## config.mk

```make
export PLATFORM = sky130hd
export DESIGN_NAME = lj_pipeline
export DESIGN_NICKNAME = d
export VERILOG_FILES = /design/src/rtl/lj_pkg.sv /design/src/rtl/position_ram.sv /design/src/rtl/pair_scheduler.sv /design/src/rtl/r2_compute.sv /design/src/rtl/lj_force_eval.sv /design/src/rtl/lj_pipeline.sv
export SDC_FILE = /design/constraint.sdc
export NUM_CORES = 1
export LEC_CHECK = 0
export ABC_AREA = 0
export BUFFER_PORTS_ARGS = -buffer_cell sky130_fd_sc_hd__buf_2
export CORE_MARGIN = 3
export CORE_UTILIZATION = 50
export DETAILED_ROUTE_END_ITERATION = 10
export GPL_TIMING_DRIVEN = 0
export PLACE_DENSITY_LB_ADDON = 0.1
export SYNTH_ARGS = -nofsm -noshare
export SYNTH_HDL_FRONTEND = slang
export SYNTH_HIERARCHICAL = 1
export SYNTH_SLANG_ARGS = --single-unit
```

## constraint.sdc

```tcl
create_clock -name clk -period 10.1 [get_ports clk]
set_input_delay 1.515 -clock clk [delete_from_list [all_inputs] [get_ports clk]]
set_output_delay 1.515 -clock clk [all_outputs]
set_load 0.05 [all_outputs]
```

## src/rtl/lj_coef.hex

```
// One word per bin, bins 0 to 15 in order
// Upper 16 bits signed slope, lower 16 bits signed base
F0007000
F4006000
F8005000
FA004400
FC003800
FD003000
FE002800
FE802000
FF001800
FF401000
FF800A00
FFA00400
FFC00000
FFE0FE00
0000FF00
0010FF80

```

## src/rtl/lj_pkg.sv

```systemverilog
//********************************************************************
// Lennard-Jones force tile shared definitions
// Fixed-point widths, coefficient table geometry and the enum types
// used by the scheduler and the write port
//********************************************************************

package lj_pkg;

	// Datapath widths
	localparam int COORD_WIDTH  = 16;	// Signed particle coordinate
	localparam int DIFF_WIDTH   = 17;	// Signed coordinate difference
	localparam int R2_WIDTH     = 36;	// Unsigned squared distance
	localparam int COEF_WIDTH   = 16;	// Coefficient, slope and base
	localparam int FORCE_WIDTH  = 32;	// Signed force component

	// Table geometry, bin index sits at r2[BIN_SHIFT +: BIN_WIDTH]
	localparam int BIN_WIDTH    = 4;
	localparam int BIN_NUM      = 16;
	localparam int BIN_SHIFT    = 20;
	localparam int OFFSET_WIDTH = 8;	// Interpolation fraction just below the bin

	// Coefficient times difference is scaled down by this many bits
	localparam int FORCE_FRAC   = 8;

	typedef enum logic [1:0]
	{
		idle,
		issue,
		drain
	} sched_state_t;

	// Target memory of the write port
	typedef enum logic
	{
		sel_ref,
		sel_neighbor
	} ram_sel_t;

endpackage

```

## src/rtl/position_ram.sv

```systemverilog
//********************************************************************
// Particle position memory
// Three coordinate arrays with a synchronous write port and a read
// port that registers its data when rd_en is high
//********************************************************************

module position_ram
	import lj_pkg::*;
#(
	parameter int DEPTH = 8,
	localparam int ADDR_WIDTH = $clog2(DEPTH)
)
(
	input  logic                          clk,
	input  logic                          wr_en,
	input  logic [ADDR_WIDTH-1:0]         wr_addr,
	input  logic signed [COORD_WIDTH-1:0] wr_x,
	input  logic signed [COORD_WIDTH-1:0] wr_y,
	input  logic signed [COORD_WIDTH-1:0] wr_z,
	input  logic                          rd_en,
	input  logic [ADDR_WIDTH-1:0]         rd_addr,
	output logic signed [COORD_WIDTH-1:0] rd_x,
	output logic signed [COORD_WIDTH-1:0] rd_y,
	output logic signed [COORD_WIDTH-1:0] rd_z
);

	logic signed [COORD_WIDTH-1:0] mem_x [DEPTH];
	logic signed [COORD_WIDTH-1:0] mem_y [DEPTH];
	logic signed [COORD_WIDTH-1:0] mem_z [DEPTH];

	always_ff @(posedge clk)
	begin
		if (wr_en)
		begin
			mem_x[wr_addr] <= wr_x;
			mem_y[wr_addr] <= wr_y;
			mem_z[wr_addr] <= wr_z;
		end
		if (rd_en)	// Data shows up one cycle after the read
		begin
			rd_x <= mem_x[rd_addr];
			rd_y <= mem_y[rd_addr];
			rd_z <= mem_z[rd_addr];
		end
	end

endmodule

```

## src/rtl/pair_scheduler.sv

```systemverilog
//********************************************************************
// Pair scheduler
// Walks every reference particle against every neighbor particle,
// one pair per cycle, and tags the final pair
//********************************************************************

module pair_scheduler
	import lj_pkg::*;
#(
	parameter int REF_NUM      = 4,
	parameter int NEIGHBOR_NUM = 6,
	localparam int REF_AW      = $clog2(REF_NUM),
	localparam int NB_AW       = $clog2(NEIGHBOR_NUM)
)
(
	input  logic              clk,
	input  logic              rst,
	input  logic              start,
	input  logic              done,
	output logic [REF_AW-1:0] ref_addr,
	output logic [NB_AW-1:0]  neighbor_addr,
	output logic              rd_en,
	output logic              pair_valid,
	output logic              pair_last,
	output logic              busy
);

	sched_state_t state;
	logic         ref_last;	// Reference counter on its final entry
	logic         nb_last;	// Neighbor counter on its final entry
	logic         issue_last;

	assign ref_last   = (ref_addr == REF_AW'(REF_NUM - 1));
	assign nb_last    = (neighbor_addr == NB_AW'(NEIGHBOR_NUM - 1));

	// One read per cycle for as long as we sit in issue
	assign rd_en      = (state == issue);
	assign issue_last = rd_en && ref_last && nb_last;	// Read of the final pair
	assign busy       = (state != idle);

	always_ff @(posedge clk)
	begin
		if (rst)
		begin
			state         <= idle;
			ref_addr      <= '0;
			neighbor_addr <= '0;
			pair_valid    <= 1'b0;
			pair_last     <= 1'b0;
		end
		else
		begin
			// Line up with the memory read latency
			pair_valid <= rd_en;
			pair_last  <= issue_last;

			case (state)
				idle:
				begin
					if (start)
						state <= issue;	// Counters already sit at zero
				end
				issue:
				begin
					// Neighbor index runs fastest
					if (nb_last)
					begin
						neighbor_addr <= '0;
						if (ref_last)
						begin
							ref_addr <= '0;
							state    <= drain;
						end
						else
							ref_addr <= ref_addr + 1'b1;
					end
					else
						neighbor_addr <= neighbor_addr + 1'b1;
				end
				drain:
				begin
					if (done)	// Final result has left the force stage
						state <= idle;
				end
				default:
					state <= idle;
			endcase
		end
	end

endmodule

```

## src/rtl/r2_compute.sv

```systemverilog
//********************************************************************
// Squared distance pipeline
// Stage 1 forms reference minus neighbor per axis, stage 2 the sum of
// squares; differences and the last tag travel alongside
//********************************************************************

module r2_compute
	import lj_pkg::*;
(
	input  logic                          clk,
	input  logic                          rst,
	input  logic                          in_valid,
	input  logic                          in_last,
	input  logic signed [COORD_WIDTH-1:0] ref_x,
	input  logic signed [COORD_WIDTH-1:0] ref_y,
	input  logic signed [COORD_WIDTH-1:0] ref_z,
	input  logic signed [COORD_WIDTH-1:0] nb_x,
	input  logic signed [COORD_WIDTH-1:0] nb_y,
	input  logic signed [COORD_WIDTH-1:0] nb_z,
	output logic signed [DIFF_WIDTH-1:0]  dx,
	output logic signed [DIFF_WIDTH-1:0]  dy,
	output logic signed [DIFF_WIDTH-1:0]  dz,
	output logic [R2_WIDTH-1:0]           r2,
	output logic                          r2_valid,
	output logic                          r2_last
);

	logic signed [DIFF_WIDTH-1:0]   d1_x, d1_y, d1_z;	// Stage 1 differences
	logic                           v1, l1;
	logic signed [2*DIFF_WIDTH-1:0] sq_x, sq_y, sq_z;

	// Squares are never negative, so the top bit stays clear
	assign sq_x = d1_x * d1_x;
	assign sq_y = d1_y * d1_y;
	assign sq_z = d1_z * d1_z;

	always_ff @(posedge clk)
	begin
		// Operands sign-extend to the 17-bit result width
		d1_x <= ref_x - nb_x;
		d1_y <= ref_y - nb_y;
		d1_z <= ref_z - nb_z;

		dx   <= d1_x;
		dy   <= d1_y;
		dz   <= d1_z;
		r2   <= R2_WIDTH'(sq_x) + R2_WIDTH'(sq_y) + R2_WIDTH'(sq_z);
	end

	// Valid and last shift chain
	always_ff @(posedge clk)
	begin
		if (rst)
		begin
			v1       <= 1'b0;
			l1       <= 1'b0;
			r2_valid <= 1'b0;
			r2_last  <= 1'b0;
		end
		else
		begin
			v1       <= in_valid;
			l1       <= in_valid & in_last;
			r2_valid <= v1;
			r2_last  <= l1;
		end
	end

endmodule

```

## src/rtl/lj_force_eval.sv

```systemverilog
//********************************************************************
// Lennard-Jones force evaluation
// Cutoff and zero exclusion, binned coefficient lookup with first
// order interpolation, then per-axis scaling of the differences
//********************************************************************

module lj_force_eval
	import lj_pkg::*;
#(
	parameter logic [R2_WIDTH-1:0] CUTOFF_2 = 36'd16777216
)
(
	input  logic                          clk,
	input  logic                          rst,
	input  logic                          r2_valid,
	input  logic                          r2_last,
	input  logic [R2_WIDTH-1:0]           r2,
	input  logic signed [DIFF_WIDTH-1:0]  dx,
	input  logic signed [DIFF_WIDTH-1:0]  dy,
	input  logic signed [DIFF_WIDTH-1:0]  dz,
	output logic                          force_valid,
	output logic signed [FORCE_WIDTH-1:0] force_x,
	output logic signed [FORCE_WIDTH-1:0] force_y,
	output logic signed [FORCE_WIDTH-1:0] force_z,
	output logic                          done
);

	// Table word holds slope in the upper half, base in the lower half
	logic [2*COEF_WIDTH-1:0] coef_table [BIN_NUM];

	logic [BIN_WIDTH-1:0]                  bin;
	logic [OFFSET_WIDTH-1:0]               offset;
	logic signed [COEF_WIDTH-1:0]          slope, base;
	logic signed [COEF_WIDTH+OFFSET_WIDTH:0] interp_prod;
	logic signed [COEF_WIDTH-1:0]          coef_next;
	logic                                  excl_next;

	// Stage 1 registers
	logic                          v1, l1, excl1;
	logic signed [COEF_WIDTH-1:0]  coef1;
	logic signed [DIFF_WIDTH-1:0]  dx1, dy1, dz1;

	initial
		$readmemh("/design/src/rtl/lj_coef.hex", coef_table);

	// Coefficient times difference, back to the coordinate scale
	function automatic logic signed [FORCE_WIDTH-1:0] scale_axis(
		input logic signed [COEF_WIDTH-1:0] coef,
		input logic signed [DIFF_WIDTH-1:0] diff
	);
		logic signed [COEF_WIDTH+DIFF_WIDTH-1:0] prod;
		prod = coef * diff;
		return FORCE_WIDTH'(prod >>> FORCE_FRAC);
	endfunction

	assign bin    = r2[BIN_SHIFT +: BIN_WIDTH];
	assign offset = r2[BIN_SHIFT-OFFSET_WIDTH +: OFFSET_WIDTH];	// Fraction inside the bin
	assign slope  = coef_table[bin][2*COEF_WIDTH-1:COEF_WIDTH];
	assign base   = coef_table[bin][COEF_WIDTH-1:0];

	// Offset is unsigned, so give it a zero sign bit
	assign interp_prod = slope * $signed({1'b0, offset});
	assign coef_next   = base + COEF_WIDTH'(interp_prod >>> OFFSET_WIDTH);

	// Coincident pairs and pairs at or past the cutoff carry no force
	assign excl_next   = (r2 == '0) || (r2 >= CUTOFF_2);

	always_ff @(posedge clk)
	begin
		excl1 <= excl_next;
		coef1 <= coef_next;
		dx1   <= dx;
		dy1   <= dy;
		dz1   <= dz;

		force_x <= excl1 ? '0 : scale_axis(coef1, dx1);
		force_y <= excl1 ? '0 : scale_axis(coef1, dy1);
		force_z <= excl1 ? '0 : scale_axis(coef1, dz1);
	end

	always_ff @(posedge clk)
	begin
		if (rst)
		begin
			v1          <= 1'b0;
			l1          <= 1'b0;
			force_valid <= 1'b0;
			done        <= 1'b0;
		end
		else
		begin
			v1          <= r2_valid;
			l1          <= r2_valid & r2_last;
			force_valid <= v1;
			done        <= v1 & l1;	// Only with the final result
		end
	end

endmodule

```

## src/rtl/lj_pipeline.sv

```systemverilog
//********************************************************************
// Lennard-Jones force tile top level
// Write port demux, the two position memories, the pair scheduler
// and the distance and force pipelines
//********************************************************************

module lj_pipeline
	import lj_pkg::*;
#(
	parameter int REF_NUM               = 4,
	parameter int NEIGHBOR_NUM          = 6,
	parameter logic [R2_WIDTH-1:0] CUTOFF_2 = 36'd16777216,
	localparam int REF_AW               = $clog2(REF_NUM),
	localparam int NB_AW                = $clog2(NEIGHBOR_NUM),
	localparam int WR_ADDR_WIDTH        = (REF_AW > NB_AW) ? REF_AW : NB_AW
)
(
	input  logic                          clk,
	input  logic                          rst,
	input  logic                          wr_en,
	input  ram_sel_t                      wr_sel,
	input  logic [WR_ADDR_WIDTH-1:0]      wr_addr,
	input  logic signed [COORD_WIDTH-1:0] wr_x,
	input  logic signed [COORD_WIDTH-1:0] wr_y,
	input  logic signed [COORD_WIDTH-1:0] wr_z,
	input  logic                          start,
	output logic                          busy,
	output logic                          force_valid,
	output logic signed [FORCE_WIDTH-1:0] force_x,
	output logic signed [FORCE_WIDTH-1:0] force_y,
	output logic signed [FORCE_WIDTH-1:0] force_z,
	output logic                          done
);

	logic                          wr_ok, ref_we, nb_we;
	logic [REF_AW-1:0]             ref_addr;
	logic [NB_AW-1:0]              neighbor_addr;
	logic                          rd_en, pair_valid, pair_last;
	logic signed [COORD_WIDTH-1:0] ref_x, ref_y, ref_z;
	logic signed [COORD_WIDTH-1:0] nb_x, nb_y, nb_z;
	logic signed [DIFF_WIDTH-1:0]  dx, dy, dz;
	logic [R2_WIDTH-1:0]           r2;
	logic                          r2_valid, r2_last;

	// Memories are frozen while a run is in progress
	assign wr_ok  = wr_en & ~busy;
	assign ref_we = wr_ok & (wr_sel == sel_ref);
	assign nb_we  = wr_ok & (wr_sel == sel_neighbor);

	position_ram #(.DEPTH(REF_NUM)) u_ref_ram
	(
		.clk(clk), .wr_en(ref_we), .wr_addr(wr_addr[REF_AW-1:0]),
		.wr_x(wr_x), .wr_y(wr_y), .wr_z(wr_z),
		.rd_en(rd_en), .rd_addr(ref_addr),
		.rd_x(ref_x), .rd_y(ref_y), .rd_z(ref_z)
	);

	position_ram #(.DEPTH(NEIGHBOR_NUM)) u_nb_ram
	(
		.clk(clk), .wr_en(nb_we), .wr_addr(wr_addr[NB_AW-1:0]),
		.wr_x(wr_x), .wr_y(wr_y), .wr_z(wr_z),
		.rd_en(rd_en), .rd_addr(neighbor_addr),
		.rd_x(nb_x), .rd_y(nb_y), .rd_z(nb_z)
	);

	pair_scheduler #(.REF_NUM(REF_NUM), .NEIGHBOR_NUM(NEIGHBOR_NUM)) u_sched
	(
		.clk(clk), .rst(rst), .start(start), .done(done),	// done closes the run
		.ref_addr(ref_addr), .neighbor_addr(neighbor_addr), .rd_en(rd_en),
		.pair_valid(pair_valid), .pair_last(pair_last), .busy(busy)
	);

	r2_compute u_r2
	(
		.clk(clk), .rst(rst), .in_valid(pair_valid), .in_last(pair_last),
		.ref_x(ref_x), .ref_y(ref_y), .ref_z(ref_z),
		.nb_x(nb_x), .nb_y(nb_y), .nb_z(nb_z),
		.dx(dx), .dy(dy), .dz(dz), .r2(r2),
		.r2_valid(r2_valid), .r2_last(r2_last)
	);

	lj_force_eval #(.CUTOFF_2(CUTOFF_2)) u_force
	(
		.clk(clk), .rst(rst), .r2_valid(r2_valid), .r2_last(r2_last),
		.r2(r2), .dx(dx), .dy(dy), .dz(dz),
		.force_valid(force_valid), .force_x(force_x), .force_y(force_y),
		.force_z(force_z), .done(done)
	);

endmodule

```

=== Yosys cells after proc, flatten, opt, wreduce, memory -nomap -nowiden ===
Memory sizes are Yosys's and may differ from the RTL's. A register that Yosys moved wholly into a read port is not among the register bits.
Index checks and enable logic that the tools add are counted.

* Bits in writable memories: 480
* Memories kept: 6
* Bits of input ports: 56
* Word-level logic and storage cells: 85
* Bits in registers: 298
* Output and inout port bits: 99

{| class="wikitable"
|+ Memories
! memory !! words !! bits a word !! rd ports !! clocked after Yosys merged registers in !! wr ports !! line !! RTL
|-
| u_nb_ram.mem_x || 6 || 16 || 1 || 1 || 1 || position_ram.sv:27 || <nowiki>logic signed [COORD_WIDTH-1:0] mem_x [DEPTH];</nowiki>
|-
| u_nb_ram.mem_y || 6 || 16 || 1 || 1 || 1 || position_ram.sv:28 || <nowiki>logic signed [COORD_WIDTH-1:0] mem_y [DEPTH];</nowiki>
|-
| u_nb_ram.mem_z || 6 || 16 || 1 || 1 || 1 || position_ram.sv:29 || <nowiki>logic signed [COORD_WIDTH-1:0] mem_z [DEPTH];</nowiki>
|-
| u_ref_ram.mem_x || 4 || 16 || 1 || 1 || 1 || position_ram.sv:27 ||
|-
| u_ref_ram.mem_y || 4 || 16 || 1 || 1 || 1 || position_ram.sv:28 ||
|-
| u_ref_ram.mem_z || 4 || 16 || 1 || 1 || 1 || position_ram.sv:29 ||
|}

* $add $sub $neg: 8
* Muxes and demuxes: 11
* Equal/unequal tests: 8
* $mul: 7
* Bitwise gates (word level): 8
* Reductions and logical operators: 8
* Order comparisons: 1

{| class="wikitable"
|+ Operators by type and width
! kind !! number
|-
| $mul A17 B17 Y34 || 3
|-
| $mul A16 B17 Y33 || 3
|-
| $sub A16 B16 Y17 || 3
|-
| $add A35 B34 Y36 || 1
|-
| $ge A36 B25 Y1 const B || 1
|-
| $logic_not A36 Y1 || 1
|-
| $add A34 B34 Y35 || 1
|-
| $mul A16 B9 Y24 const A || 1
|-
| $add A16 B16 Y16 const A || 1
|-
| $mux W2 || 5
|-
| $ne A2 B2 Y1 const B || 4
|-
| $and A1 B1 Y1 || 6
|-
| $pmux W2 S3 || 1
|-
| $eq A2 B2 Y1 const B || 2
|-
| $mux W1 || 4
|-
| $reduce_and A4 Y1 || 1
|-
| $add A3 B1 Y3 const B || 1
|-
| $eq A3 B3 Y1 const B || 1
|-
| $mux W3 || 1
|-
| $add A2 B1 Y2 const B || 1
|-
| $eq A2 B1 Y1 const B || 1
|-
| $logic_and A1 B1 Y1 || 2
|-
| $logic_not A2 Y1 || 1
|-
| $not A1 Y1 || 2
|-
| 3 further kinds || 3
|}

=== Logic depth before layout (Yosys ltp) ===
Gate-level depths: netlist of the first run.

* Depth after elaboration: 6
* Mapped depth: 4

=== By module ===
Netlist of the first run, hierarchy kept.

{| class="wikitable"
|+ By module, submodules not included
! module !! cells an instance !! sequential area each (um^2) !! instances !! area each (um^2)
|-
| r2_compute || 3627 || 2842.7 || 1 || 35716.8
|-
| position_ram (u_nb_ram) || 619 || 10089.7 || 1 || 12563.3
|-
| position_ram (u_ref_ram) || 302 || 7206.9 || 1 || 8390.5
|-
| lj_force_eval || 105 || 80.1 || 1 || 834.6
|-
| pair_scheduler || 38 || 180.2 || 1 || 361.6
|-
| lj_pipeline || 2 || 0.0 || 1 || 21.3
|}

=== Worst setup path before layout of the first run ===
Ideal clock, no wire load.

* Path type: register -> register
* From: register u_r2.d1_z[0]
* To: register u_r2.r2[35]
* Slack: 1674 ps
* Arrival time: 8362 ps
* Library setup time: 64 ps
* Path buffers: 1
* Stages on the path, launching flop included: 29
* Period minus slack after synthesis: 8426 ps
* Cell sequence: dfxtp_1 clkbuf_1 nand2_1 inv_1 fa_1 inv_1 fa_1 inv_1 fa_1 inv_1 fa_1 inv_1 fa_1 fa_1 fa_1 fa_1 inv_1 fa_1 inv_1 ha_1 a21o_1 a221o_1 a221oi_4 o21ai_2 o31ai_4 o21ai_2 or3_4 a2111o_1 nand4_1

* Cells in the longest elaborated chain, start to end: 2

{| class="wikitable"
|+ Ends and longest elaborated chain
! element !! line !! RTL
|-
| start, declared || r2_compute.sv:28 || <nowiki>logic signed [DIFF_WIDTH-1:0] d1_x, d1_y, d1_z;</nowiki>
|-
| start signal, assigned || r2_compute.sv:42 || <nowiki>d1_z <= ref_z - nb_z;</nowiki>
|-
| $mul A17 B17 Y34 || r2_compute.sv:35 || <nowiki>assign sq_z = d1_z * d1_z;</nowiki>
|-
| $add A35 B34 Y36 || r2_compute.sv:47 || <nowiki>r2 <= R2_WIDTH'(sq_x) + R2_WIDTH'(sq_y) + R2_WIDTH'(sq_z);</nowiki>
|-
| end signal, assigned || r2_compute.sv:47 ||
|-
| end, declared || r2_compute.sv:23 || <nowiki>output logic [R2_WIDTH-1:0] r2,</nowiki>
|}

No other way between the ends.
A chain may end at the register's enable or synchronous reset.

=== Final worst setup path of the first run ===
* From: register u_sched.state[0]
* To: output busy

* Cells in the longest elaborated chain, start to end: 1

{| class="wikitable"
|+ Ends and longest elaborated chain
! element !! line !! RTL
|-
| start, declared || pair_scheduler.sv:28 || <nowiki>sched_state_t state;</nowiki>
|-
| start signal, assigned || pair_scheduler.sv:45 || <nowiki>state <= idle;</nowiki>
|-
| start signal, assigned || pair_scheduler.sv:61 || <nowiki>state <= issue;</nowiki>
|-
| start signal, assigned || pair_scheduler.sv:72 || <nowiki>state <= drain;</nowiki>
|-
| $reduce_bool A2 Y1 || pair_scheduler.sv:39 || <nowiki>assign busy = (state != idle);</nowiki>
|-
| end, declared || lj_pipeline.sv:27 || <nowiki>output logic busy,</nowiki>
|}

No other way between the ends.

==> flow_summary_export.csv, run 1 <==
group,metric,value,unit
floorplan,die_area,0.00325,sq mm
clock_network,clk_pin_slew,0.10,ns
cells_and_area,layout.cells.non_filler,283,
routing,post_dr_vias_cell,3.13,
clock_network,clock_tree.buffer_depth,2,
global_route,grtUsageTotal,10.8,%
clock_network,htree_levels,1,
power_and_ir_drop,p_sw_share,49.4,%
power_and_ir_drop,total_leakage_power,1.10,nW
global_route,globalRoute.totalOverflow,0,
cells_and_area,area_delta_synth_final,34.1,%
critical_path,required,8.59,ns
place,place.port_buffers,5,
cells_and_area,num_antenna_cells,0,
clock_network,postCtsSetupRepairBufs,0,
cells_and_area,final_nets,313,
clock_network,clockRootBuffer,"sky130_fd_sc_hd__clkbuf_4",
power_and_ir_drop,vdd_ir_drop_max,0.0818,mV
place,dp_cells,279,
status,outcome,"finished, final reports clean",
floorplan,effective_utilization_at_floorplan,55.6,%
floorplan,die_width,57.0,microns
cells_and_area,final_util,74.6,%
timing,post-route-min-period,2.68,ns
clock_network,clock_sinks,17,
timing,finalCritPeriodShare,26.5,%
floorplan,placement_rows,17,
power_and_ir_drop,p_switching,0.108,mW
synthesis,synthesis.instances,151,
global_route,largest_net_degree_at_the_start_of_global_routing,11,
critical_path,worstPathArrival,1.16,ns
routing,detail_route.wl_per_cell,6.61,microns
power_and_ir_drop,share_clk_of_total_power,16.0,%
floorplan,boundaryPins,155,
clock_network,clock_tree_from_tritoncts,"yes",
critical_path,worst-path-buf-inv,1,
critical_path,nature_of_the_critical_path_endpoint,"output port",
cells_and_area,layout_common_cells,"sky130_fd_sc_hd__buf_4, sky130_fd_sc_hd__conb_1, sky130_fd_sc_hd__dfxtp_1",
synthesis,post_synth.cell_area_avg,8.62,sq um
global_route,first_global_vias,713,
routing,via_count,887,
floorplan,core-area,0.00234,sq mm
power_and_ir_drop,combPwrFrac,52.2,%
clock_network,holdBufCountCts,0,
clock_network,insertion_delay,0.28,ns
min_path,hold_path.class,"flop to flop",
critical_path,worstPathCellList,"or2_2 > buf_2",
timing,finalHoldWorstSlack,0.440,ns
critical_path,setup.worst_path.class,"flop to output port",
floorplan,chipHeight,57.0,microns
place,gpl.final_weighted_congestion,0.664,
global_route,initial_antenna_violation_count,0,
routing,dr.first_iter.drc_count,16,
timing,final-setup-viol-count,0,
timing,fmaxAchievable,0.373,GHz
critical_path,crit_path_max_incr_delay,0.37,ns
critical_path,crit_fanout,5,
place,place.detailed.hpwl,1.70,mm
job,drv_cap,0,
timing,tns,0,ns
power_and_ir_drop,internal_power,0.111,mW
global_route,grt_pass1_wl,2.86,mm
critical_path,critPathLaunchType,"flop",
timing,timing_hold_violations_final,0,
clock_network,resized_cells_post_cts,0,
clock_network,numCtsBuffers,3,
power_and_ir_drop,power.density_cell_area,126,mW/mm^2
routing,drt.antenna.violating_nets,0,
routing,detail_route.first_pass.iterations,4,
timing,fin_max_slew_vios,0,
timing,grt_setup_unrepaired,"no",
timing,worst_setup_skew_after_layout,0.00172,ns
routing,drc,0,
synthesis,synthesis.area,0.00130,sq mm
synthesis,yosysWarnings,6,
cells_and_area,layout-drive-gt1-share,42.7,%
critical_path,cpLargestDelayFamily,"flip-flops",
critical_path,timing.critical_path.slowest_stage_cell,"sky130_fd_sc_hd__dfxtp_1",
power_and_ir_drop,power.sequential.fraction,31.8,%
cells_and_area,num-fill-cells,193,
routing,finalWirelength,1.87,mm
## metrics by stage
step           area (sq um)  worst slack (ns)  power, mW
6_report               1750              7.42      0.220
3_5_place_dp           1720              7.52      0.184
3_3_place_gp           1720              7.53      0.184
5_1_grt                1750              7.38      0.229
4_1_cts                1750              7.41      0.219
2_1_floorplan          1660              7.83      0.182
## routing by layer
layer	GRT usage [%]	wire, microns	vias up
met5	0	0	-
met4	5.96	0	0
met3	3.62	295	0
met2	19.1	913	60
met1	11.0	663	335
li1	-	-	492
## path summary, 6_finish.rpt
kind	startpoint	end	slack, ns	depth (start not counted)
max	u_sched/state[0]	busy	7.42	2
max reg2reg	u_sched/ref_addr[0]	u_sched/ref_addr[1]	8.82	4
min reg2reg	u_sched/pair_last	u_r2/l1	0.44	1
min	u_sched/pair_last	u_r2/l1	0.44	1
## worst register-to-register path, cell delays in order, from the launching register on
cell	delay (ns)
sky130_fd_sc_hd__dfxtp_1	0.33
sky130_fd_sc_hd__ha_1	0.27
sky130_fd_sc_hd__inv_1	0.03
sky130_fd_sc_hd__or3_2	0.46
sky130_fd_sc_hd__a21oi_1	0.12
## cell type report
cell class	instances	area (sq um)	area share (%)
Buffer	97	724	41.5
Multi-Input combinational cell	130	586	33.5
Sequential cell	17	340	19.5
Tap cell	28	35.0	2.01
Timing Repair Buffer	5	25.0	1.43
Clock buffer	3	22.5	1.29
Inverter	2	7.51	0.430
Clock inverter	1	5.00	0.287
## power groups by stage
stage	clock, mW	sequential (mW)	combinational [mW]
global route	0.0397	0.0703	0.119
floorplan	0	0.0712	0.111
detailed placement	0	0.0714	0.112
finish	0.0352	0.0699	0.115
global placement	0	0.0713	0.112
CTS	0.0363	0.0698	0.113
## flip-flops by register name, indices dropped and copies added, names as in the netlist
signal	flops
u_sched/pair_valid	1
u_r2/l1	1
u_force/l1	1
u_force/done	1
u_sched/ref_addr	2
u_force/v1	1
u_r2/r2_valid	1
u_force/force_valid	1
u_sched/neighbor_addr	3
u_sched/pair_last	1
u_r2/r2_last	1
u_r2/v1	1
u_sched/state	2
(Power assumes the default switching activity.)
==> inputs of run 2 (changes only) <==
--- a/config.mk
+++ b/config.mk
@@ -5,7 +5,7 @@
 export SDC_FILE = /design/constraint.sdc
 export NUM_CORES = 1
 export LEC_CHECK = 0
-export ABC_AREA = 0
+export ABC_AREA = 1
 export BUFFER_PORTS_ARGS = -buffer_cell sky130_fd_sc_hd__buf_2
 export CORE_MARGIN = 3
 export CORE_UTILIZATION = 50
==> constraint.sdc (replaced) <==
create_clock -name clk -period 2.7 [get_ports clk]
set_input_delay 0.405 -clock clk [delete_from_list [all_inputs] [get_ports clk]]
set_output_delay 0.405 -clock clk [all_outputs]
set_load 0.05 [all_outputs]
==> run 2 against run 1 <==
  * Worst hold slack worse by 0.077 ns
  * Synthesized cell count is 17% higher
  * Clock power grew to 3.9 times the previous value
  * Clock-buffer cell count stayed put
  * Non-clock buffer count is 1 lower
  * Cell count is 9.5% higher
  * Largest power group unchanged
  * Highest routed layer is now met4
  * Critical path depth is 1 higher
  * Routed wire length is 0.16% lower
  * Global-route usage is 1.1 points lower
  * Clock skew hardly changed
  * Sequential power grew to 3.7 times the previous value
==> flow_summary_export.csv, run 2 <==
group,metric,value,unit
cells_and_area,largest_register_ffs,3,
clock_network,numCtsBuffers,3,
timing,tns,0,ns
timing,grt_setup_unrepaired,"no",
power_and_ir_drop,power.sequential.fraction,31.4,%
place,place.detailed.hpwl,1.70,mm
critical_path,crit_fanout,3,
floorplan,chipHeight,58.1,microns
timing,timing_hold_violations_final,0,
critical_path,critPathLaunchType,"flop",
routing,dr.first_iter.drc_count,4,
clock_network,holdBufCountCts,0,
power_and_ir_drop,power.density_cell_area,461,mW/mm^2
place,preCtsSetupSlack,1.53,ns
cells_and_area,leading_registers_by_flop_count,"u_sched/neighbor_addr x3, u_sched/ref_addr x2, u_sched/state x2",
critical_path,worstPathArrival,1.09,ns
routing,drc,0,
critical_path,timing.critical_path.slowest_stage_cell,"sky130_fd_sc_hd__dfxtp_1",
cells_and_area,finish.instance_area,0.00180,sq mm
cells_and_area,area_delta_synth_final,32.9,%
floorplan,boundaryPins,155,
place,dp_cells,306,
cells_and_area,num-fill-cells,224,
critical_path,required,2.30,ns
timing,worst_setup_skew_after_layout,0.00209,ns
place,post_dp_cell_area,0.00178,sq mm
global_route,largest_net_degree_at_the_start_of_global_routing,14,
routing,detail_route.first_pass.iterations,3,
clock_network,insertion_delay,0.29,ns
global_route,initial_antenna_violation_count,0,
global_route,first_global_vias,655,
synthesis,yosysWarnings,6,
floorplan,die_area,0.00337,sq mm
synthesis,synthesis.instances,176,
power_and_ir_drop,total_power,0.831,mW
cells_and_area,multiInputGateArea,599,sq um
critical_path,worstPathCellList,"nor2_1 > inv_1 > buf_2",
power_and_ir_drop,p_sw_share,50.1,%
power_and_ir_drop,internal_power,0.415,mW
routing,post_dr_vias_cell,3.06,
timing,final-setup-viol-count,0,
clock_network,postCtsSetupRepairBufs,0,
clock_network,clk_pin_slew,0.10,ns
floorplan,placement_rows,18,
power_and_ir_drop,share_clk_of_total_power,16.4,%
floorplan,effective_utilization_at_floorplan,53.8,%
clock_network,resized_cells_post_cts,0,
cells_and_area,final_util,71.5,%
min_path,hold_path.class,"input pin to flop",
cells_and_area,num_antenna_cells,0,
critical_path,worst-path-buf-inv,2,
cells_and_area,layout-drive-gt1-share,42.5,%
job,drv_cap,0,
floorplan,core-area,0.00252,sq mm
synthesis,synthesis.area,0.00136,sq mm
synthesis,post_synth.cell_area_avg,7.71,sq um
critical_path,crit_path_max_incr_delay,0.43,ns
critical_path,nature_of_the_critical_path_endpoint,"output port",
power_and_ir_drop,vdd_ir_drop_max,0.323,mV
cells_and_area,area.sequential,340,sq um
critical_path,setup.worst_path.class,"flop to output port",
routing,finalWirelength,1.87,mm
timing,fmaxAchievable,0.670,GHz
power_and_ir_drop,p_switching,0.416,mW
clock_network,clock_tree_from_tritoncts,"yes",
critical_path,cpLargestDelayFamily,"flip-flops",
clock_network,clock_tree.buffer_depth,2,
timing,finalHoldWorstSlack,0.363,ns
cells_and_area,layout_common_cells,"sky130_fd_sc_hd__buf_4, sky130_fd_sc_hd__conb_1, sky130_fd_sc_hd__nor2_1, sky130_fd_sc_hd__dfxtp_1, sky130_fd_sc_hd__nand2_1",
timing,finalCritPeriodShare,55.3,%
timing,final_critical_path_setup_slack,1.21,ns
routing,drt.antenna.violating_nets,0,
power_and_ir_drop,combPwrFrac,52.2,%
floorplan,die_width,58.1,microns
global_route,grtUsageTotal,9.71,%
timing,fin_max_slew_vios,0,
cells_and_area,largest-register,"u_sched/neighbor_addr",
global_route,globalRoute.totalOverflow,0,
cells_and_area,final_nets,338,
routing,via_count,949,
place,place.port_buffers,5,
timing,post-route-min-period,1.49,ns
power_and_ir_drop,total_leakage_power,1.14,nW
clock_network,clockRootBuffer,"sky130_fd_sc_hd__clkbuf_4",
status,outcome,"finished, final reports clean",
clock_network,clock_sinks,17,
routing,detail_route.wl_per_cell,6.03,microns
global_route,grt_pass1_wl,2.59,mm
place,gpl.final_weighted_congestion,0.752,
cells_and_area,layout.cells.non_filler,310,
clock_network,htree_levels,1,
## run 2: cell count changes in the layout (fill, tap and decap cells not counted), moves of 3 or more
cell,previous run,this run
sky130_fd_sc_hd__nand2_2,0,3
sky130_fd_sc_hd__inv_2,0,3
sky130_fd_sc_hd__inv_1,2,11
sky130_fd_sc_hd__nor2b_1,5,0
sky130_fd_sc_hd__nor2_1,2,17
sky130_fd_sc_hd__nor2_2,0,4
sky130_fd_sc_hd__nand2_1,2,13
## run 2: cell type report
type	count	share of cell area (%)
Sequential cell	17	18.9
Tap cell	30	2.08
Timing Repair Buffer	5	1.39
Clock inverter	1	0.278
Inverter	14	2.91
Clock buffer	3	1.25
Buffer	96	40.0
Multi-Input combinational cell	144	33.2
## run 2: final timing paths
check | end | slack, ns | cells past startpoint | startpoint
min | u_sched/state[0] | 0.36 | 3 | start
max | busy | 1.21 | 3 | u_sched/state[1]
min reg2reg | u_r2/r2_valid | 0.41 | 2 | u_r2/v1
max reg2reg | u_sched/ref_addr[0] | 1.62 | 5 | u_sched/ref_addr[0]
## run 2: worst reg2reg max path: stages (launching register included)
cell	delay, ns
sky130_fd_sc_hd__dfxtp_1	0.33
sky130_fd_sc_hd__ha_1	0.23
sky130_fd_sc_hd__or2_2	0.28
sky130_fd_sc_hd__nand2_1	0.06
sky130_fd_sc_hd__nand2_1	0.04
sky130_fd_sc_hd__nor2_1	0.08
## run 2: power groups by stage
stage	logic, mW	clock network [mW]	registers, mW
floorplan	0.419	0	0.266
global placement	0.426	0	0.266
detailed placement	0.427	0	0.267
CTS	0.427	0.139	0.261
global route	0.453	0.149	0.262
finish	0.434	0.136	0.261
## run 2: layer usage
layer  part of all wire [%]  up-vias  wire (microns)  global-route usage, %
met5                      0        -               0                      0
met4                    1.2        0              23                   5.96
met3                     15        2             275                   3.12
met2                     47       58             885                   15.0
met1                     37      349             684                   11.6
li1                       -      540               -                      -
==> inputs of run 3 (changes only) <==
==> constraint.sdc (replaced) <==
create_clock -name clk -period 1.3 [get_ports clk]
set_input_delay 0.195 -clock clk [delete_from_list [all_inputs] [get_ports clk]]
set_output_delay 0.195 -clock clk [all_outputs]
set_load 0.05 [all_outputs]
==> run 3 against run 2 <==
  * Critical path depth did not move
  * Sequential power is 110% higher
  * Sequential cell count unchanged
  * Largest cell class unchanged
==> flow_summary_export.csv, run 3 (synthesized netlist as in run 2, its figures left out) <==
group,metric,value,unit
routing,post_dr_vias_cell,3.06,
cells_and_area,area.sequential,340,sq um
min_path,min-delay-start,"start",
clock_network,holdBufCountCts,0,
clock_network,postCtsSetupRepairBufs,0,
power_and_ir_drop,power.density_cell_area,956,mW/mm^2
routing,drt.antenna.violating_nets,0,
cells_and_area,multiInputGateArea,599,sq um
global_route,globalRoute.totalOverflow,0,
power_and_ir_drop,vdd_ir_drop_max,0.671,mV
cells_and_area,largest_register_ffs,3,
place,gpl.final_weighted_congestion,0.752,
cells_and_area,layout-drive-gt1-share,42.5,%
critical_path,nature_of_the_critical_path_endpoint,"output port",
cells_and_area,largest-register,"u_sched/neighbor_addr",
cells_and_area,layout_common_cells,"sky130_fd_sc_hd__buf_4, sky130_fd_sc_hd__conb_1, sky130_fd_sc_hd__nor2_1, sky130_fd_sc_hd__dfxtp_1, sky130_fd_sc_hd__nand2_1",
place,place.port_buffers,5,
cells_and_area,num-fill-cells,223,
power_and_ir_drop,combPwrFrac,52.2,%
critical_path,crit_fanout,3,
routing,detail_route.first_pass.iterations,3,
timing,finalCritPeriodShare,96.3,%
floorplan,core-area,0.00252,sq mm
timing,timing_hold_violations_final,0,
min_path,end_of_the_worst_hold_path,"u_sched/state[0]",
power_and_ir_drop,internal_power,0.863,mW
min_path,min_path_cells,3,
timing,grt_setup_unrepaired,"no",
clock_network,clock_sinks,17,
min_path,hold_path.class,"input pin to flop",
critical_path,count_of_cells_along_the_worst_register_to_register_path,5,
floorplan,chipHeight,58.1,microns
floorplan,effective_utilization_at_floorplan,53.8,%
clock_network,htree_levels,1,
global_route,grt_pass1_wl,2.59,mm
clock_network,clock_tree_from_tritoncts,"yes",
global_route,grtUsageTotal,9.71,%
timing,tns,0,ns
cells_and_area,leading_registers_by_flop_count,"u_sched/neighbor_addr x3, u_sched/ref_addr x2, u_sched/state x2",
cells_and_area,final_nets,338,
timing,fmaxAchievable,0.798,GHz
critical_path,worstPathArrival,1.06,ns
timing,worst_setup_skew_after_layout,0.00209,ns
floorplan,die_area,0.00337,sq mm
place,place.detailed.hpwl,1.70,mm
power_and_ir_drop,share_clk_of_total_power,16.4,%
job,drv_cap,0,
clock_network,clock_tree.buffer_depth,2,
global_route,first_global_vias,655,
clock_network,clk_pin_slew,0.10,ns
global_route,initial_antenna_violation_count,0,
power_and_ir_drop,p_switching,0.864,mW
status,outcome,"finished, final reports clean",
power_and_ir_drop,power.sequential.fraction,31.4,%
timing,fin_max_slew_vios,0,
critical_path,crit-reg2reg-launch,"u_sched/ref_addr[0]",
clock_network,numCtsBuffers,3,
power_and_ir_drop,total_power,1.73,mW
timing,post-route-min-period,1.25,ns
timing,final-setup-viol-count,0,
cells_and_area,area_delta_synth_final,33.1,%
routing,finalWirelength,1.87,mm
critical_path,critical_path.reg2reg.endpoint,"u_sched/ref_addr[0]",
global_route,largest_net_degree_at_the_start_of_global_routing,14,
cells_and_area,num_antenna_cells,0,
floorplan,boundaryPins,155,
floorplan,die_width,58.1,microns
clock_network,insertion_delay,0.29,ns
clock_network,resized_cells_post_cts,0,
critical_path,required,1.11,ns
routing,drc,0,
clock_network,clockRootBuffer,"sky130_fd_sc_hd__clkbuf_4",
power_and_ir_drop,total_leakage_power,1.14,nW
critical_path,regToRegSetupSlack,0.22,ns
critical_path,setup.worst_path.class,"flop to output port",
power_and_ir_drop,p_sw_share,50.0,%
critical_path,critPathLaunchType,"flop",
routing,dr.first_iter.drc_count,4,
routing,detail_route.wl_per_cell,6.03,microns
routing,via_count,949,
floorplan,placement_rows,18,
## run 3: cell types whose count changed in the layout (fill, tap and decap cells not counted), sizes merged
cell and delta:
buf -1, clkbuf +1
## run 3: power groups by stage
stage          Combinational [mW]  Sequential [mW]  Clock [mW]
3_5_place_dp                0.886            0.554           0
3_3_place_gp                0.885            0.553           0
6_report                    0.902            0.542       0.283
5_1_grt                     0.941            0.544       0.310
4_1_cts                     0.886            0.542       0.289
2_1_floorplan               0.869            0.553           0
## run 3: metal layers
layer,GRT usage (%),vias to the layer above,wire [microns]
met5,0,-,0
met4,5.96,0,23
met1,11.6,349,685
li1,-,540,-
met2,15.0,58,885
met3,3.12,2,275
## run 3: worst max-delay path by stage
stage                                    from                  end  cells past startpoint
after floorplan           u_sched/ref_addr[0]  u_sched/ref_addr[0]                      5
after global placement    u_sched/ref_addr[0]  u_sched/ref_addr[0]                      5
after detailed placement  u_sched/ref_addr[0]  u_sched/ref_addr[0]                      5
after CTS                    u_sched/state[0]                 busy                      3
after global routing         u_sched/state[0]                 busy                      3
final                        u_sched/state[1]                 busy                      3
## run 3: cell type report
class,count,area share [%]
plain buffers,96,39.9
multi-input cells,144,33.2
flip-flops and latches,17,18.8
inverters,14,2.91
well taps,30,2.08
repair buffers,5,1.52
clock buffers,3,1.25
clock inverters,1,0.277
## run 3: worst max-delay path, cell delays in order (launching register included)
cell                       delay, ns
sky130_fd_sc_hd__dfxtp_1        0.43
sky130_fd_sc_hd__nor2_1         0.08
sky130_fd_sc_hd__inv_1          0.05
sky130_fd_sc_hd__clkbuf_4       0.22
## run 3: stage by stage
stage / instance area (sq um) / util [%] / setup slack [ns] / hold slack, ns / instances
5_1_grt: 1810 / 71.6 / 0.000531 / 0.158 / 310
2_1_floorplan: 1710 / - / 0.295 / 0.262 / 271
3_3_place_gp: 1780 / 70.4 / 0.252 / 0.389 / 306
4_1_cts: 1800 / 71.5 / 0.0120 / 0.145 / 310
3_5_place_dp: 1780 / 70.4 / 0.231 / 0.402 / 306
6_report: 1810 / 71.6 / 0.0476 / 0.153 / 310
